[config.mk]
export PLATFORM = sky130hd
export DESIGN_NAME = usb_ctrl_regs
export DESIGN_NICKNAME = d
export VERILOG_FILES = /design/src/hdl/usb_ctrl_pkg.sv /design/src/hdl/usb_frame_decoder.sv /design/src/hdl/sys_time_reg.sv /design/src/hdl/ctrl_reg.sv /design/src/hdl/ccw_buf.sv /design/src/hdl/usb_ctrl_regs.sv
export SDC_FILE = /design/constraint.sdc
export NUM_CORES = 1
export LEC_CHECK = 0
export ABC_AREA = 1
export BUFFER_PORTS_ARGS = -buffer_cell sky130_fd_sc_hd__buf_2
export CAP_MARGIN = 20
export CORE_MARGIN = 5
export CORE_UTILIZATION = 45
export DETAILED_ROUTE_END_ITERATION = 7
export PLACE_DENSITY = 0.62
export SYNTH_ARGS = -nofsm -noshare
export SYNTH_HDL_FRONTEND = slang
export SYNTH_SLANG_ARGS = --single-unit
export TNS_END_PERCENT = 50
[constraint.sdc]
create_clock -name clk_ftdi -period 3.6 [get_ports clk_ftdi]
set_clock_uncertainty 0.15 [all_clocks]
set_input_delay 0.36 -clock clk_ftdi [delete_from_list [all_inputs] [get_ports clk_ftdi]]
set_output_delay 0.36 -clock clk_ftdi [all_outputs]
set_load 0.01 [all_outputs]
[src/hdl/usb_ctrl_pkg.sv]
package usb_ctrl_pkg;

	// one byte of the FTDI stream
	typedef logic [7:0] byte_t;

	// address byte that follows the frame header
	typedef logic [7:0] reg_addr_t;

	localparam reg_addr_t SYS_TIME_REG_ADDR = 8'h00;
	localparam reg_addr_t SDI_CTRL_REG_ADDR = 8'h08;
	localparam reg_addr_t CSI_CTRL_REG_ADDR = 8'h0a;
	localparam reg_addr_t CCW_BUF_ADDR      = 8'h0c;

	// longest register, in bytes
	localparam int MAX_REG_BYTES = 8;

	// one-hot position of the current data byte
	typedef logic [MAX_REG_BYTES-1:0] byte_en_t;

	// system time register contents, byte 0 at the top
	typedef logic [63:0] st_bytes_t;

	// running time snapshot from the time counter
	typedef struct packed {
		logic [15:0] day;
		logic [26:0] ms_of_day;
		logic [9:0]  us_of_ms;
	} sys_time_t;

	typedef enum logic [1:0] {
		FRM_CTRL,
		FRM_ADDR,
		FRM_DATA
	} frame_state_t;

	// write bus from the frame decoder to every target
	typedef struct packed {
		byte_t    data;
		byte_en_t byte_en;
		logic     last;
	} reg_wr_t;

	// bit 0 STR, bit 1 SDI, bit 2 CSI, bit 3 CCW
	typedef logic [3:0] reg_sel_t;

endpackage

[src/hdl/usb_frame_decoder.sv]
`timescale 1ns/10ps

module usb_frame_decoder (
	input  logic                   clk_ftdi,
	input  logic                   n_rst,
	input  usb_ctrl_pkg::byte_t    d,
	input  logic                   d_asserted,
	output usb_ctrl_pkg::reg_wr_t  wr,
	output usb_ctrl_pkg::reg_sel_t sel
);

	import usb_ctrl_pkg::*;

	frame_state_t state;
	reg_addr_t    addr_q;
	byte_en_t     byte_en_q;
	logic         data_cycle;
	logic         frame_end;

	// header, address, then data while d_asserted holds
	always_ff @(posedge clk_ftdi or negedge n_rst)
	begin
		if (!n_rst)
			state <= FRM_CTRL;
		else
		begin
			case (state)
				FRM_CTRL:
					if (d_asserted)
						state <= FRM_ADDR;
				FRM_ADDR:
					state <= FRM_DATA;
				FRM_DATA:
					if (!d_asserted)
						state <= FRM_CTRL;
				default:
					state <= FRM_CTRL;
			endcase
		end
	end

	assign data_cycle = (state == FRM_DATA) && d_asserted;
	// first cycle with the marker low after data
	assign frame_end  = (state == FRM_DATA) && !d_asserted;

	always_ff @(posedge clk_ftdi or negedge n_rst)
	begin
		if (!n_rst)
			addr_q <= '0;
		else if (state == FRM_ADDR)
			addr_q <= d;
	end

	// one-hot byte position, runs out to zero after 8 data bytes
	always_ff @(posedge clk_ftdi or negedge n_rst)
	begin
		if (!n_rst)
			byte_en_q <= '0;
		else if (state == FRM_ADDR)
			byte_en_q <= byte_en_t'(1);
		else if (data_cycle)
			byte_en_q <= byte_en_q << 1;
	end

	assign wr.data    = d;
	assign wr.byte_en = data_cycle ? byte_en_q : '0;
	assign wr.last    = frame_end;

	// target select, kept through the last cycle
	always_comb
	begin
		sel = '0;
		if (state == FRM_DATA)
		begin
			case (addr_q)
				SYS_TIME_REG_ADDR: sel[0] = 1'b1;
				SDI_CTRL_REG_ADDR: sel[1] = 1'b1;
				CSI_CTRL_REG_ADDR: sel[2] = 1'b1;
				CCW_BUF_ADDR:      sel[3] = 1'b1;
				default:           sel = '0;
			endcase
		end
	end

endmodule

[src/hdl/sys_time_reg.sv]
`timescale 1ns/10ps

module sys_time_reg (
	input  logic                    clk_ftdi,
	input  logic                    n_rst,
	input  usb_ctrl_pkg::reg_wr_t   wr,
	input  logic                    sel_en,
	input  logic                    tim_wrreq,
	input  usb_ctrl_pkg::sys_time_t st_time,
	output usb_ctrl_pkg::st_bytes_t q,
	output logic                    st_preset
);

	import usb_ctrl_pkg::*;

	st_bytes_t snap;

	// day in bytes 0-1, ms in 2-5, us in 6-7
	assign snap = {
		st_time.day,
		5'd0,
		st_time.ms_of_day,
		6'd0,
		st_time.us_of_ms
	};

	// snapshot load wins over a usb byte
	always_ff @(posedge clk_ftdi or negedge n_rst)
	begin
		if (!n_rst)
			q <= '0;
		else if (tim_wrreq)
			q <= snap;
		else if (sel_en)
		begin
			for (int i = 0; i < MAX_REG_BYTES; i++)
			begin
				if (wr.byte_en[i])
					q[(MAX_REG_BYTES-1-i)*8 +: 8] <= wr.data;
			end
		end
	end

	// time counter loads q on this strobe
	assign st_preset = sel_en & wr.last;

endmodule

[src/hdl/ctrl_reg.sv]
`timescale 1ns/10ps

module ctrl_reg #(
	parameter int NUM_BYTES = 2
) (
	input  logic                   clk_ftdi,
	input  logic                   n_rst,
	input  usb_ctrl_pkg::reg_wr_t  wr,
	input  logic                   sel_en,
	output logic [NUM_BYTES*8-1:0] q
);

	// lane 0 sits at the top of q
	always_ff @(posedge clk_ftdi or negedge n_rst)
	begin
		if (!n_rst)
			q <= '0;
		else if (sel_en)
		begin
			for (int i = 0; i < NUM_BYTES; i++)
			begin
				if (wr.byte_en[i])
					q[(NUM_BYTES-1-i)*8 +: 8] <= wr.data;
			end
		end
	end

endmodule

[src/hdl/ccw_buf.sv]
`timescale 1ns/10ps

module ccw_buf #(
	parameter int ADDR_BITS = 6
) (
	input  logic                  clk_ftdi,
	input  logic                  n_rst,
	input  usb_ctrl_pkg::reg_wr_t wr,
	input  logic                  sel_en,
	input  logic                  rdreq,
	output usb_ctrl_pkg::byte_t   q,
	output logic                  buf_is_read,
	output logic                  ccw_accepted
);

	import usb_ctrl_pkg::*;

	byte_t                mem [0:2**ADDR_BITS-1];
	logic [ADDR_BITS-1:0] wr_ptr;
	logic [ADDR_BITS-1:0] rd_ptr;
	// stored byte count, one bit wider for the +2
	logic [ADDR_BITS:0]   len_q;
	logic                 wr_en;
	logic                 last_rd;
	logic                 buf_is_read_d;
	logic                 rearm;

	// data cycles of a ccw frame, not the trailing last cycle
	assign wr_en = sel_en & ~wr.last;

	assign ccw_accepted = sel_en & wr.last;

	always_ff @(posedge clk_ftdi)
	begin
		if (wr_en)
			mem[wr_ptr] <= wr.data;
	end

	always_ff @(posedge clk_ftdi or negedge n_rst)
	begin
		if (!n_rst)
			wr_ptr <= '0;
		else if (rearm)
			wr_ptr <= '0;
		else if (wr_en)
			wr_ptr <= wr_ptr + 1'b1;
	end

	// data byte 1 carries the message length
	always_ff @(posedge clk_ftdi or negedge n_rst)
	begin
		if (!n_rst)
			len_q <= '0;
		else if (wr_en && (wr_ptr == ADDR_BITS'(1)))
			len_q <= {1'b0, wr.data[ADDR_BITS-1:0]} + 2'd2;
	end

	always_ff @(posedge clk_ftdi or negedge n_rst)
	begin
		if (!n_rst)
			rd_ptr <= '0;
		else if (rearm)
			rd_ptr <= '0;
		else if (rdreq)
			rd_ptr <= rd_ptr + 1'b1;
	end

	// registered read data, held between requests
	always_ff @(posedge clk_ftdi or negedge n_rst)
	begin
		if (!n_rst)
			q <= '0;
		else if (rdreq)
			q <= mem[rd_ptr];
	end

	assign last_rd = ({1'b0, rd_ptr} == len_q - 1'b1);

	always_ff @(posedge clk_ftdi or negedge n_rst)
	begin
		if (!n_rst)
		begin
			buf_is_read   <= 1'b0;
			buf_is_read_d <= 1'b0;
		end
		else
		begin
			buf_is_read   <= rdreq & last_rd;
			buf_is_read_d <= buf_is_read;
		end
	end

	// falling edge of buf_is_read clears both pointers
	assign rearm = buf_is_read_d & ~buf_is_read;

endmodule

[src/hdl/usb_ctrl_regs.sv]
`timescale 1ns/10ps

module usb_ctrl_regs #(
	parameter int CCW_ADDR_BITS = 6,
	parameter int SDI_BYTES     = 2,
	parameter int CSI_BYTES     = 3
) (
	input  logic                    clk_ftdi,
	input  logic                    n_rst,
	input  usb_ctrl_pkg::byte_t     d,
	input  logic                    d_asserted,
	input  usb_ctrl_pkg::sys_time_t st_time,
	input  logic                    st_tim_100ms_wrreq,
	input  logic                    ccwb_rdreq,
	output logic [SDI_BYTES*8-1:0]  sdi_bytes,
	output logic [CSI_BYTES*8-1:0]  csi_bytes,
	output usb_ctrl_pkg::st_bytes_t st_bytes,
	output logic                    st_preset,
	output usb_ctrl_pkg::byte_t     ccw_byte,
	output logic                    ccw_accepted,
	output logic                    ccwb_is_read
);

	import usb_ctrl_pkg::*;

	reg_wr_t  wr;
	reg_sel_t sel;

	usb_frame_decoder i_frame_decoder (
		.clk_ftdi   (clk_ftdi),
		.n_rst      (n_rst),
		.d          (d),
		.d_asserted (d_asserted),
		.wr         (wr),
		.sel        (sel)
	);

	sys_time_reg i_str (
		.clk_ftdi  (clk_ftdi),
		.n_rst     (n_rst),
		.wr        (wr),
		.sel_en    (sel[0]),
		.tim_wrreq (st_tim_100ms_wrreq),
		.st_time   (st_time),
		.q         (st_bytes),
		.st_preset (st_preset)
	);

	ctrl_reg #(.NUM_BYTES(SDI_BYTES)) i_sdi_cr (
		.clk_ftdi (clk_ftdi),
		.n_rst    (n_rst),
		.wr       (wr),
		.sel_en   (sel[1]),
		.q        (sdi_bytes)
	);

	ctrl_reg #(.NUM_BYTES(CSI_BYTES)) i_csi_cr (
		.clk_ftdi (clk_ftdi),
		.n_rst    (n_rst),
		.wr       (wr),
		.sel_en   (sel[2]),
		.q        (csi_bytes)
	);

	ccw_buf #(.ADDR_BITS(CCW_ADDR_BITS)) i_ccw_buf (
		.clk_ftdi     (clk_ftdi),
		.n_rst        (n_rst),
		.wr           (wr),
		.sel_en       (sel[3]),
		.rdreq        (ccwb_rdreq),
		.q            (ccw_byte),
		.buf_is_read  (ccwb_is_read),
		.ccw_accepted (ccw_accepted)
	);

endmodule

==> metrics.md, run 1 <==
| Metric | Value |
|---|---|
| Hold EP | `i_str.q[6]$_DFFE_PN0P_` |
| Min-Delay Path Depth | `3` |
| Critical path type | `register to register` |
| Crit path top cell by count | `nor2_4` |
| R2R cell count | `9` |
| Post-Syn Nets | `~2500` |
| CP endpoint kind | `register` |
| Largest stage delay, worst path | `slightly below 0.7 ns` |
| Final Max Tran Viols | `0` |
| Setup violators final | `0` |
| VDD IR-drop max | `0.514 mV` |
| Fin worst setup slack | `~0.48 ns` |
| Synth top area share | `56.8%` |
| Die area | `0.0651 sq mm` |
| Initial antenna violation count | `0` |
| Combinational fraction of design power | `23.6%` |
| Largest net degree at the start of global routing | `195` |
| Slew headroom | `between 30% and 40%` |
| Buf/Inv on CP | `1` |
| Nature of the critical path startpoint | `register` |
| Slowest cell on crit path | `nor2_1` |
| Max-Cap Viols | `0` |
| Worst hold path class | `input port to register` |
| Total I/O pin count | `approximately 180` |
| Worst slew pin tran | `between 1 and 1.5 ns` |
| Total Negative Setup Slacks | `0 ns` |
| Vias in the first global route | `~19000` |
| Max Freq | `between 300 and 400 MHz` |
| First-pass GRT wire length | `116000 um` |
| Largest cells by area after synthesis | `edfxtp_1 57%, dfrtp_1 14%, nand2_1 12%` |
| Crit path DAT | `about 3.2 ns` |
| Yosys reg bits | `between 600 and 700` |
| Worst reg2reg startpoint | `i_frame_decoder.state[0]$_DFFE_PN0P_` |
| Die width | `255 um` |
| Dpl hpwl | `approximately 50000 um` |
| Die H | `between 200 and 300 um` |
| Clk sink count | `663` |
| Core footprint | `around 0.059 sq mm` |
| Largest area contributor in the netlist | `edfxtp_1` |
| Switch share | `approximately a third` |
| DRT Pass-1 Iters | `5` |
| GRT overflow | `0` |
| CP startpoint | `i_frame_decoder.state[0]$_DFFE_PN0P_` |
| Clk root buf | `clkbuf_16` |
| GRT Resource Usage Total | `a little under a quarter` |
| Mapped Area | `approximately 0.027 sq mm` |
| WL per Instance | `22.2 um` |
| Vias per cell | `5.60` |
| Reg-to-reg endpoint | `i_ccw_buf.mem[50][7]$_DFFE_PP_` |
| Final wirelength | `77400 um` |
| Synthesis-to-finish area growth | `17.0%` |
| DR DRC count | `0` |
| Insertion delay to the later sink of the worst-skew pair | `around 0.60 ns` |
| Status | `finished clean` |
| R2R Setup Slk | `roughly 0.48 ns` |
| Post-layout min period | `around 3.1 ns` |
| Mapped Cells | `about 2400` |
| Fillcell total | `between 5000 and 6000` |
| Share of layout cells above drive strength 1 | `a little over an eighth` |
| DR iter-0 viols | `about 2100` |
| Average size of a mapped cell | `around 11 sq um` |
| Post-route ant nets | `0` |
| Final Hold Fails | `0` |
| Synth warn | `0` |
| # diodes | `0` |
| Yosys cell types | `37` |
| Leakage | `around 12 nW` |
| Worst path cell trace | `nor2_4 > nand2_2 > nor2_4 > nand4_2 > nor2_4 > inv_2 > nor2_4 > nand3_2 > nor2_1` |
| Clk pwr share | `33.8%` |
| Hold wc startpoint | `st_tim_100ms_wrreq` |
| Crit-path max FO | `8` |
| FP Rows | `89` |
| Primary FF master, synth | `edfxtp_1` |
| Initial Util | `a little under half` |
| Worst EP required | `around 3.7 ns` |
| Internal power consumption | `roughly 14 mW` |
| Buffers on Ports | `180` |
| Num CTS Buffers | `between 60 and 70` |
| Deepest clock path buffer count | `3` |
| Top post-synthesis cells by count | `841 x nand2_1, 512 x edfxtp_1, 399 x nand3_1` |
| Post-place setup slack | `between 0.4 and 0.5 ns` |
| Sequential share of power | `between 40% and 50%` |
| Final cycle utilization of the critical path | `slightly below 90%` |
| RePlAce Congestion | `slightly above 0.9` |
| Sequential share of the synthesized area | `a little over two thirds` |
| Post-CTS Resized | `0` |
| Nets | `approximately 2700` |
| Synth async-reset ratio | `22.8%` |
| Cell Pwr Density | `roughly 650 mW/mm^2` |
| Unrepaired setup endpoints after global routing | `false` |
| Sw power | `around 6.6 mW` |
| CTS tree | `built` |
| Largest delay share family, worst path | `simple AND/OR/NAND/NOR gates` |
| Count leader, synth | `nand2_1` |
| Worst-path clk slew | `roughly 0.06 ns` |
| H-tree depth | `3` |
| Routed via count | `slightly below 20000` |
| Number of synthesized flops with an enable pin | `slightly above 500` |
[metrics by stage]
step	power (mW)	instances	util [%]	area, sq um	hold WS, ns
2_1_floorplan	11.8	2418	-	27100	-0.0856
3_3_place_gp	13.5	3298	48.7	28900	0.246
3_5_place_dp	13.6	3298	48.7	28900	0.252
4_1_cts	20.5	3481	53.4	31700	0.000954
5_1_grt	21.3	3481	53.4	31700	0.0297
6_report	20.5	3481	53.4	31700	0.0345
[worst reg2reg max path: cells and delay by family (launching register included)]
family	cells	cell delay, ns
AND/OR/NAND/NOR	8	2.03
buffers and inverters	1	0.14
flip-flops	1	0.42
[cell families after synthesis]
logic type      Yosys count  share of synthesized area (%)
compound gates          205                           4.62
flops                   663                           70.8
simple gates           1359                           21.3
xor+xnor                 10                          0.324
buf+inv                 175                           2.72
fa+ha+maj                 5                          0.231
mux                       1                         0.0370
[power groups by stage]
stage | registers (mW) | clock network, mW | logic, mW
finish | 8.75 | 6.92 | 4.83
global route | 8.77 | 7.36 | 5.21
CTS | 8.74 | 7.04 | 4.77
detailed placement | 8.89 | 0 | 4.70
global placement | 8.88 | 0 | 4.65
floorplan | 8.82 | 0 | 2.94
[per-layer routing]
metal,vias up,share of wire (%),track usage [%]
met5,-,0,0
met4,0,3.8,9.03
met3,174,7.9,4.36
met2,940,47,37.2
met1,9475,41,32.3
li1,8895,-,-
[state kept, by name (all words and copies together), names as in the netlist]
signal	cells
i_ccw_buf.buf_is_read_d	1
i_ccw_buf.rd_ptr	6
i_csi_cr.q	24
i_sdi_cr.q	16
i_frame_decoder.state	2
i_ccw_buf.len_q	7
i_frame_decoder.addr_q	8
i_ccw_buf.wr_ptr	6
i_frame_decoder.byte_en_q	8
i_ccw_buf.mem	512
i_ccw_buf.buf_is_read	1
i_str.q	64
i_ccw_buf.q	8
[what timing repair did]
| item | CTS | global route |
|---|---|---|
| hold buffers | 60 | 0 |
| buffers inserted | 0 | 0 |
| hold endpoints to repair | 134 | 0 |
[cell usage in the layout (no fill, tap or decap), drive strengths merged, types with 3 or more instances in the layout]
cell / count
nand2: 844
edfxtp: 512
nand3: 405
buf: 234
dfrtp: 151
nor2: 90
clkbuf: 87
o21ai: 71
o211ai: 69
dlygate4sd3: 60
inv: 47
a21oi: 41
clkinv: 32
a21boi: 16
nor3: 11
xor2: 6
a31oi: 5
ha: 5
xnor2: 4
bufinv: 4
or2: 3
nand4: 3
[how the worst max path moves through the flow]
stage	to	cells past startpoint
CTS	i_ccw_buf.mem[27][1]$_DFFE_PP_	9
detailed placement	i_ccw_buf.mem[34][7]$_DFFE_PP_	9
finish	i_ccw_buf.mem[50][7]$_DFFE_PP_	9
global placement	i_ccw_buf.mem[18][0]$_DFFE_PP_	9
floorplan	i_ccw_buf.mem[31][0]$_DFFE_PP_	9
global route	i_ccw_buf.mem[10][5]$_DFFE_PP_	9
[area by class of cell]
class | instances | area, sq um | share of cell area, %
Sequential cell | 663 | 19200 | 60.5
Clock buffer | 87 | 1890 | 5.96
Clock inverter | 36 | 303 | 0.956
Multi-Input combinational cell | 1580 | 7170 | 22.6
Inverter | 48 | 185 | 0.585
Tap cell | 773 | 967 | 3.05
Timing Repair Buffer | 294 | 1990 | 6.28
Power figures use the tool's default switching activity.
==> inputs of run 2 (changes only) <==
--- a/config.mk
+++ b/config.mk
@@ -11,8 +11,11 @@
 export CORE_MARGIN = 5
 export CORE_UTILIZATION = 45
 export DETAILED_ROUTE_END_ITERATION = 7
+export GPL_ROUTABILITY_DRIVEN = 0
 export PLACE_DENSITY = 0.62
+export SKIP_LAST_GASP = 1
 export SYNTH_ARGS = -nofsm -noshare
 export SYNTH_HDL_FRONTEND = slang
+export SYNTH_HIERARCHICAL = 1
 export SYNTH_SLANG_ARGS = --single-unit
 export TNS_END_PERCENT = 50
==> run 2 against run 1 <==
Net effect: global-route usage shrank 0.93 points; register-to-register slack better by 0.03 ns; flip-flop and latch count stayed put; largest cell class unchanged; via count grew 8.2%; critical path type unchanged; synthesized cell count up 17%; sequential share of layout area decreased by 3.4 points; critical path depth grew 1; clock power is 4.9% higher; utilization down 0.26 points.
==> metrics.md, run 2 <==
| Metric | Value |
|---|---|
| Buf/Inv on CP | `3` |
| Mapped Area | `about 0.029 sq mm` |
| Final wirelength | `between 70000 and 80000 um` |
| Nature of the critical path startpoint | `register` |
| Leakage | `14.6 nW` |
| Post-Syn Nets | `roughly 2900` |
| H-tree depth | `3` |
| Max-Cap Viols | `0` |
| Core footprint | `0.0631 sq mm` |
| Status | `finished clean` |
| Largest cells by area after synthesis | `edfxtp_1 54%, nand2_1 14%, dfrtp_1 13%` |
| WL per Instance | `between 15 and 20 um` |
| Die H | `about 260 um` |
| Clk sink count | `663` |
| Largest area contributor in the netlist | `edfxtp_1` |
| Largest stage delay, worst path | `between 0.6 and 0.7 ns` |
| GRT Resource Usage Total | `between 20% and 30%` |
| Setup violators final | `0` |
| R2R cell count | `10` |
| Crit path DAT | `3.16 ns` |
| Post-layout min period | `3.09 ns` |
| DRT Pass-1 Iters | `8` |
| Sequential share of the synthesized area | `between 60 and 70%` |
| Primary FF master, synth | `edfxtp_1` |
| Nets | `around 3200` |
| Vias per cell | `5.26` |
| Met2 usage | `around 37%` |
| Worst EP required | `approximately 3.7 ns` |
| Post-Layout Cell Count | `around 4000` |
| Post-route cell area | `about 0.034 sq mm` |
| Largest register by flop count | `i_ccw_buf/mem` |
| Die area | `between 0.06 and 0.07 sq mm` |
| Cell Pwr Density | `638 mW/mm^2` |
| # diodes | `0` |
| Top post-synthesis cells by count | `1077 x nand2_1, 512 x edfxtp_1, 384 x nand3_1` |
| Insertion delay to the later sink of the worst-skew pair | `0.60 ns` |
| Worst hold path class | `input port to register` |
| FP Rows | `92` |
| Routed via count | `21100` |
| Commonest non-fill, non-tap cells in the layout | `1077 x nand2_1, 512 x edfxtp_1, 384 x nand3_1` |
| Final Max Tran Viols | `0` |
| Deepest clock path buffer count | `3` |
| Largest delay share family, worst path | `simple AND/OR/NAND/NOR gates` |
| Unrepaired setup endpoints after global routing | `false` |
| Share of layout cells above drive strength 1 | `around 14%` |
| Number of synthesized flops with an enable pin | `512` |
| Initial Util | `a little under half` |
| Average size of a mapped cell | `between 10 and 15 sq um` |
| Die width | `roughly 260 um` |
| Yosys cell types | `41` |
| Mapped Cells | `~2800` |
| Worst-path clk slew | `approximately 0.06 ns` |
| Worst slew pin tran | `between 1 and 1.5 ns` |
| Dpl cell area | `0.0307 sq mm` |
| Reg-to-reg endpoint | `i_ccw_buf/mem[55][7]$_DFFE_PP_` |
| Met3 usage | `around 4.7%` |
| DR iter-0 viols | `1943` |
| Tot Pwr | `about 21 mW` |
| CP startpoint | `i_frame_decoder/state[0]$_DFFE_PN0P_` |
| Synth async-reset ratio | `a little under a quarter` |
| R2R Setup Slk | `0.51 ns` |
| Fin worst setup slack | `a little over 0.5 ns` |
| Stages on the worst setup path | `10` |
| First-pass GRT wire length | `roughly 120000 um` |
| Post-route ant nets | `0` |
| Worst Setup EP | `i_ccw_buf/mem[55][7]$_DFFE_PP_` |
| Final cycle utilization of the critical path | `85.7%` |
| Dpl hpwl | `between 50000 and 60000 um` |
| Num CTS Buffers | `just over 70` |
| Post-CTS Resized | `0` |
| Crit-path max FO | `10` |
| Commonest non-fill, non-tap cell in the layout | `nand2_1` |
| DR DRC count | `0` |
| CTS tree | `built` |
| Total Negative Setup Slacks | `0 ns` |
| Total I/O pin count | `181` |
| Worst path cell trace | `inv_1 > nand2_1 > nor2_2 > nand3_2 > nor2_1 > inv_1 > or2_2 > clkinv_1 > nand4_1 > nor2_1` |
| Largest register FFs | `512` |
| Slowest cell on crit path | `nor2_1` |
| Vias in the first global route | `roughly 21000` |
| Max Freq | `324 MHz` |
| Largest regs | `i_ccw_buf/mem x512, i_str/q x64, i_csi_cr/q x24` |
| Slew headroom | `between 20% and 30%` |
| Synth top area share | `53.6%` |
| Count leader, synth | `nand2_1` |
| CP endpoint kind | `register` |
| Worst reg2reg startpoint | `i_frame_decoder/state[0]$_DFFE_PN0P_` |
| Synth warn | `6` |
| Yosys reg bits | `663` |
| Grt met1 use | `29.6%` |
| Initial antenna violation count | `0` |
| Largest net degree at the start of global routing | `141` |
| Clk root buf | `clkbuf_16` |
| Buffers on Ports | `between 150 and 200` |
| Final Hold Fails | `0` |
| Synthesis-to-finish area growth | `17.0%` |
| Dpl cells | `around 3800` |
| Post-place setup slack | `0.537 ns` |
| VDD IR-drop max | `around 0.54 mV` |
| GRT overflow | `0` |
| GR peak layer | `met2` |
| Critical path type | `register to register` |
[run 2: cell count changes after synthesis, moves of 16 or more]
cell / delta
buf_4: +22
inv_1: +159
clkbuf_1: -35
nand2_1: +236
a21boi_0: -16
buf_2: +16
o211ai_1: -45
buf_6: +30
nor2_1: +84
[run 2: kinds of logic after synthesis]
kind of cell / synth area share (%)
and+or+nand+nor: 24.0
DFF: 66.8
AOI/OAI and AO/OA: 2.53
xor gates and xnor gates: 0.244
buffers and inverters: 6.24
adders and majority gates: 0.218
[run 2: timing repair]
item / CTS / global route
endpoints found under the hold margin: 139 / 0
hold buffers: 56 / 0
buffers inserted: 0 / 0
[run 2: layout make-up]
type | instances | area (sq um)
Clock inverter | 41 | 420
Clock buffer | 89 | 1910
Sequential cell | 663 | 19200
Tap cell | 846 | 1060
Multi-Input combinational cell | 1806 | 7730
Timing Repair Buffer | 350 | 2460
Fill cell | 5611 | 29500
Inverter | 212 | 807
[run 2: per-layer routing]
| metal | wire length [um] | vias to the layer above |
|---|---|---|
| met4 | 2570 | 2 |
| met1 | 31700 | 10100 |
| met2 | 37800 | 904 |
| met3 | 6820 | 157 |
| li1 | - | 9896 |
| met5 | 70 | - |
[run 2: stage by stage]
| step | hold slack [ns] | utilization (%) |
|---|---|---|
| 2_1_floorplan | -0.0856 | - |
| 3_3_place_gp | 0.293 | 48.6 |
| 3_5_place_dp | 0.306 | 48.6 |
| 4_1_cts | 0.00508 | 53.2 |
| 5_1_grt | 0.0272 | 53.2 |
| 6_report | 0.0225 | 53.2 |
[run 2: power breakdown]
group	internal [mW]	total, mW	switching [mW]
Clock	4.34	7.26	2.92
Sequential	8.49	8.75	0.256
Combinational	1.58	5.40	3.82
Total	14.4	21.4	7.00
[run 2: worst min path at each step]
stage | from | endpoint | slack (ns) | depth (start not counted)
after global placement | i_ccw_buf/buf_is_read$_DFF_PN0_ | i_ccw_buf/buf_is_read_d$_DFF_PN0_ | 0.29 | 0
after detailed placement | n_rst | i_str/q[39]$_DFFE_PN0P_ | 0.31 | 1
final | d[2] | i_csi_cr/q[10]$_DFFE_PN0P_ | 0.02 | 3
after CTS | d[2] | i_csi_cr/q[10]$_DFFE_PN0P_ | 0.005 | 3
after floorplan | n_rst | i_ccw_buf/buf_is_read$_DFF_PN0_ | -0.09 | 0
after global routing | d[2] | i_csi_cr/q[10]$_DFFE_PN0P_ | 0.03 | 3
[run 2: worst min-delay path, cell delays in order]
cell and delay, ns:
buf_2 0.19, nand3_1 0.11, nand2_1 0.05
==> inputs of run 3 (changes only) <==
--- a/config.mk
+++ b/config.mk
@@ -9,10 +9,10 @@
 export BUFFER_PORTS_ARGS = -buffer_cell sky130_fd_sc_hd__buf_2
 export CAP_MARGIN = 20
 export CORE_MARGIN = 5
-export CORE_UTILIZATION = 45
+export CORE_UTILIZATION = 35
 export DETAILED_ROUTE_END_ITERATION = 7
 export GPL_ROUTABILITY_DRIVEN = 0
-export PLACE_DENSITY = 0.62
+export PLACE_DENSITY = 0.51
 export SKIP_LAST_GASP = 1
 export SYNTH_ARGS = -nofsm -noshare
 export SYNTH_HDL_FRONTEND = slang
==> constraint.sdc (replaced) <==
create_clock -name clk_ftdi -period 3.3 [get_ports clk_ftdi]
set_clock_uncertainty 0.15 [all_clocks]
set_input_delay 0.33 -clock clk_ftdi [delete_from_list [all_inputs] [get_ports clk_ftdi]]
set_output_delay 0.33 -clock clk_ftdi [all_outputs]
set_load 0.01 [all_outputs]
==> run 3 against run 2 <==
Net effect: die area grew 27%; utilization shrank 12 points; non-clock buffer count shrank 1; count of clock-buffer cells in the layout grew 8; largest cell class unchanged; highest routed layer is now met4.
==> metrics.md, run 3 (synthesis results as in run 2) <==
| Metric | Value |
|---|---|
| Status | `finished clean` |
| Vias in the first global route | `~22000` |
| H-tree depth | `3` |
| # diodes | `0` |
| Clk root buf | `clkbuf_16` |
| Unrepaired setup endpoints after global routing | `false` |
| Dpl cell area | `between 0.03 and 0.04 sq mm` |
| Synthesis-to-finish area growth | `18.6%` |
| Register area | `~0.019 sq mm` |
| Slew headroom | `40.5%` |
| Worst slew pin tran | `0.892 ns` |
| Clk sink count | `between 600 and 700` |
| Largest register by flop count | `i_ccw_buf/mem` |
| Die width | `around 300 um` |
| Post-route ant nets | `0` |
| Leakage | `around 15 nW` |
| Core footprint | `just over 0.08 sq mm` |
| Cell Pwr Density | `698 mW/mm^2` |
| Final Hold Fails | `0` |
| Die H | `296 um` |
| Commonest non-fill, non-tap cells in the layout | `1077 x nand2_1, 512 x edfxtp_1, 384 x nand3_1` |
| Multi-input logic area | `0.00774 sq mm` |
| Critical path type | `register to register` |
| Dpl hpwl | `about 53000 um` |
| Largest stage delay, worst path | `about 0.50 ns` |
| Num CTS Buffers | `75` |
| GRT overflow | `0` |
| Largest register FFs | `512` |
| Post-layout util | `between 40 and 50%` |
| Fillcell total | `7915` |
| DR iter-0 viols | `1785` |
| FP Rows | `105` |
| Tot Pwr | `around 24 mW` |
| Deepest clock path buffer count | `3` |
| Nature of the critical path startpoint | `register` |
| Post-route cell area | `between 0.03 and 0.04 sq mm` |
| DRT Pass-1 Iters | `6` |
| Final cycle utilization of the critical path | `between 90% and 100%` |
| Initial antenna violation count | `0` |
| Vias per cell | `between 4 and 5` |
| R2R Setup Slk | `about 0.28 ns` |
| Slowest cell on crit path | `nor2_1` |
| First-pass GRT wire length | `between 100000 and 150000 um` |
| CP endpoint kind | `register` |
| Setup violators final | `0` |
| Max-Cap Viols | `0` |
| Final Max Tran Viols | `0` |
| VDD IR-drop max | `around 0.40 mV` |
| Share of layout cells above drive strength 1 | `about 14%` |
| GRT Resource Usage Total | `a little under a fifth` |
| Routed via count | `between 20000 and 25000` |
| Insertion delay to the later sink of the worst-skew pair | `0.62 ns` |
| Commonest non-fill, non-tap cell in the layout | `nand2_1` |
| WL per Instance | `about 20 um` |
| Worst EP required | `roughly 3.4 ns` |
| Largest regs | `i_ccw_buf/mem x512, i_str/q x64, i_csi_cr/q x24` |
| CTS tree | `built` |
| Max Freq | `~330 MHz` |
| Min-Delay Path Depth | `3` |
| Post-layout min period | `3.02 ns` |
| Initial Util | `a little over a third` |
| Die area | `approximately 0.088 sq mm` |
| Nets | `about 3200` |
| Largest net degree at the start of global routing | `between 150 and 200` |
| Crit-path max FO | `8` |
| Total Negative Setup Slacks | `0 ns` |
| R2R cell count | `11` |
| DR DRC count | `0` |
| Worst-path clk slew | `about 0.060 ns` |
| Worst hold path class | `input port to register` |
| Post-CTS Setup Bufs | `0` |
| Total I/O pin count | `181` |
| Final wirelength | `approximately 84000 um` |
| Crit path DAT | `3.12 ns` |
| Worst path cell trace | `inv_1 > nand2_1 > nor2_2 > nand3_2 > nor2_1 > inv_1 > or2_2 > clkinv_1 > nand4_1 > buf_4 > nor2_1` |
| Buffers on Ports | `between 150 and 200` |
run 3: cell types whose count changed in the layout (fill, tap and decap cells not counted), sizes merged:
cell | before | now
buf | 294 | 292
bufinv | 8 | 6
clkbuf | 89 | 97
clkinv | 31 | 32
clkinvlp | 4 | 3
dlygate4sd3 | 56 | 57
inv | 210 | 211
run 3: worst paths after layout:
path | startpoint | to
max | i_frame_decoder/state[0]$_DFFE_PN0P_ | i_ccw_buf/mem[10][4]$_DFFE_PP_
min | d[4] | i_sdi_cr/q[4]$_DFFE_PN0P_
max reg2reg | i_frame_decoder/state[0]$_DFFE_PN0P_ | i_ccw_buf/mem[10][4]$_DFFE_PP_
min reg2reg | i_ccw_buf/buf_is_read$_DFF_PN0_ | i_ccw_buf/buf_is_read_d$_DFF_PN0_
max in group asynchronous | n_rst | i_sdi_cr/q[7]$_DFFE_PN0P_
min in group asynchronous | n_rst | i_csi_cr/q[16]$_DFFE_PN0P_
run 3: where the power goes:
part | leakage (nW) | switching [mW] | total [mW] | internal (mW)
Clock | 1.19 | 3.41 | 8.23 | 4.83
Sequential | 6.57 | 0.230 | 9.49 | 9.26
Combinational | 6.90 | 4.25 | 5.98 | 1.73
Total | 14.7 | 7.89 | 23.7 | 15.8
run 3: cell type report:
| class | count | share of cell area (%) |
|---|---|---|
| Timing Repair Buffer | 349 | 7.43 |
| Tap cell | 1070 | 3.94 |
| Multi-Input combinational cell | 1806 | 22.8 |
| Inverter | 212 | 2.37 |
| Clock inverter | 40 | 1.18 |
| Sequential cell | 663 | 56.4 |
| Clock buffer | 97 | 5.94 |
run 3: layer usage:
metal / GRT usage [%] / wire length [um] / vias up
met4: 5.15 / 2030 / 0
met1: 24.8 / 34900 / 10400
li1: - / - / 9905
met2: 32.6 / 41200 / 762
met5: 0 / 0 / -
met3: 4.15 / 6220 / 131
run 3: stage by stage:
stage               hold slack (ns)  setup slack (ns)  std cells
finish                       0.0326             0.278       4237
global route                 0.0346            0.0690       4237
CTS                          0.0174             0.175       4237
detailed placement            0.257             0.237       4043
global placement              0.247             0.264       4043
floorplan                    -0.116             0.233       2831
run 3: critical path, delay by kind of cell, from the launching register on:
family | cells | cell delay [ns]
DFF | 1 | 0.41
and+or+nand+nor | 7 | 1.50
buffers and inverters | 4 | 0.61
run 3: repair_timing:
action,4_1_cts,5_1_grt
gates resized for setup,0,1
hold buffers,57,0
endpoints found under the setup margin,0,8
hold endpoints to repair,130,0
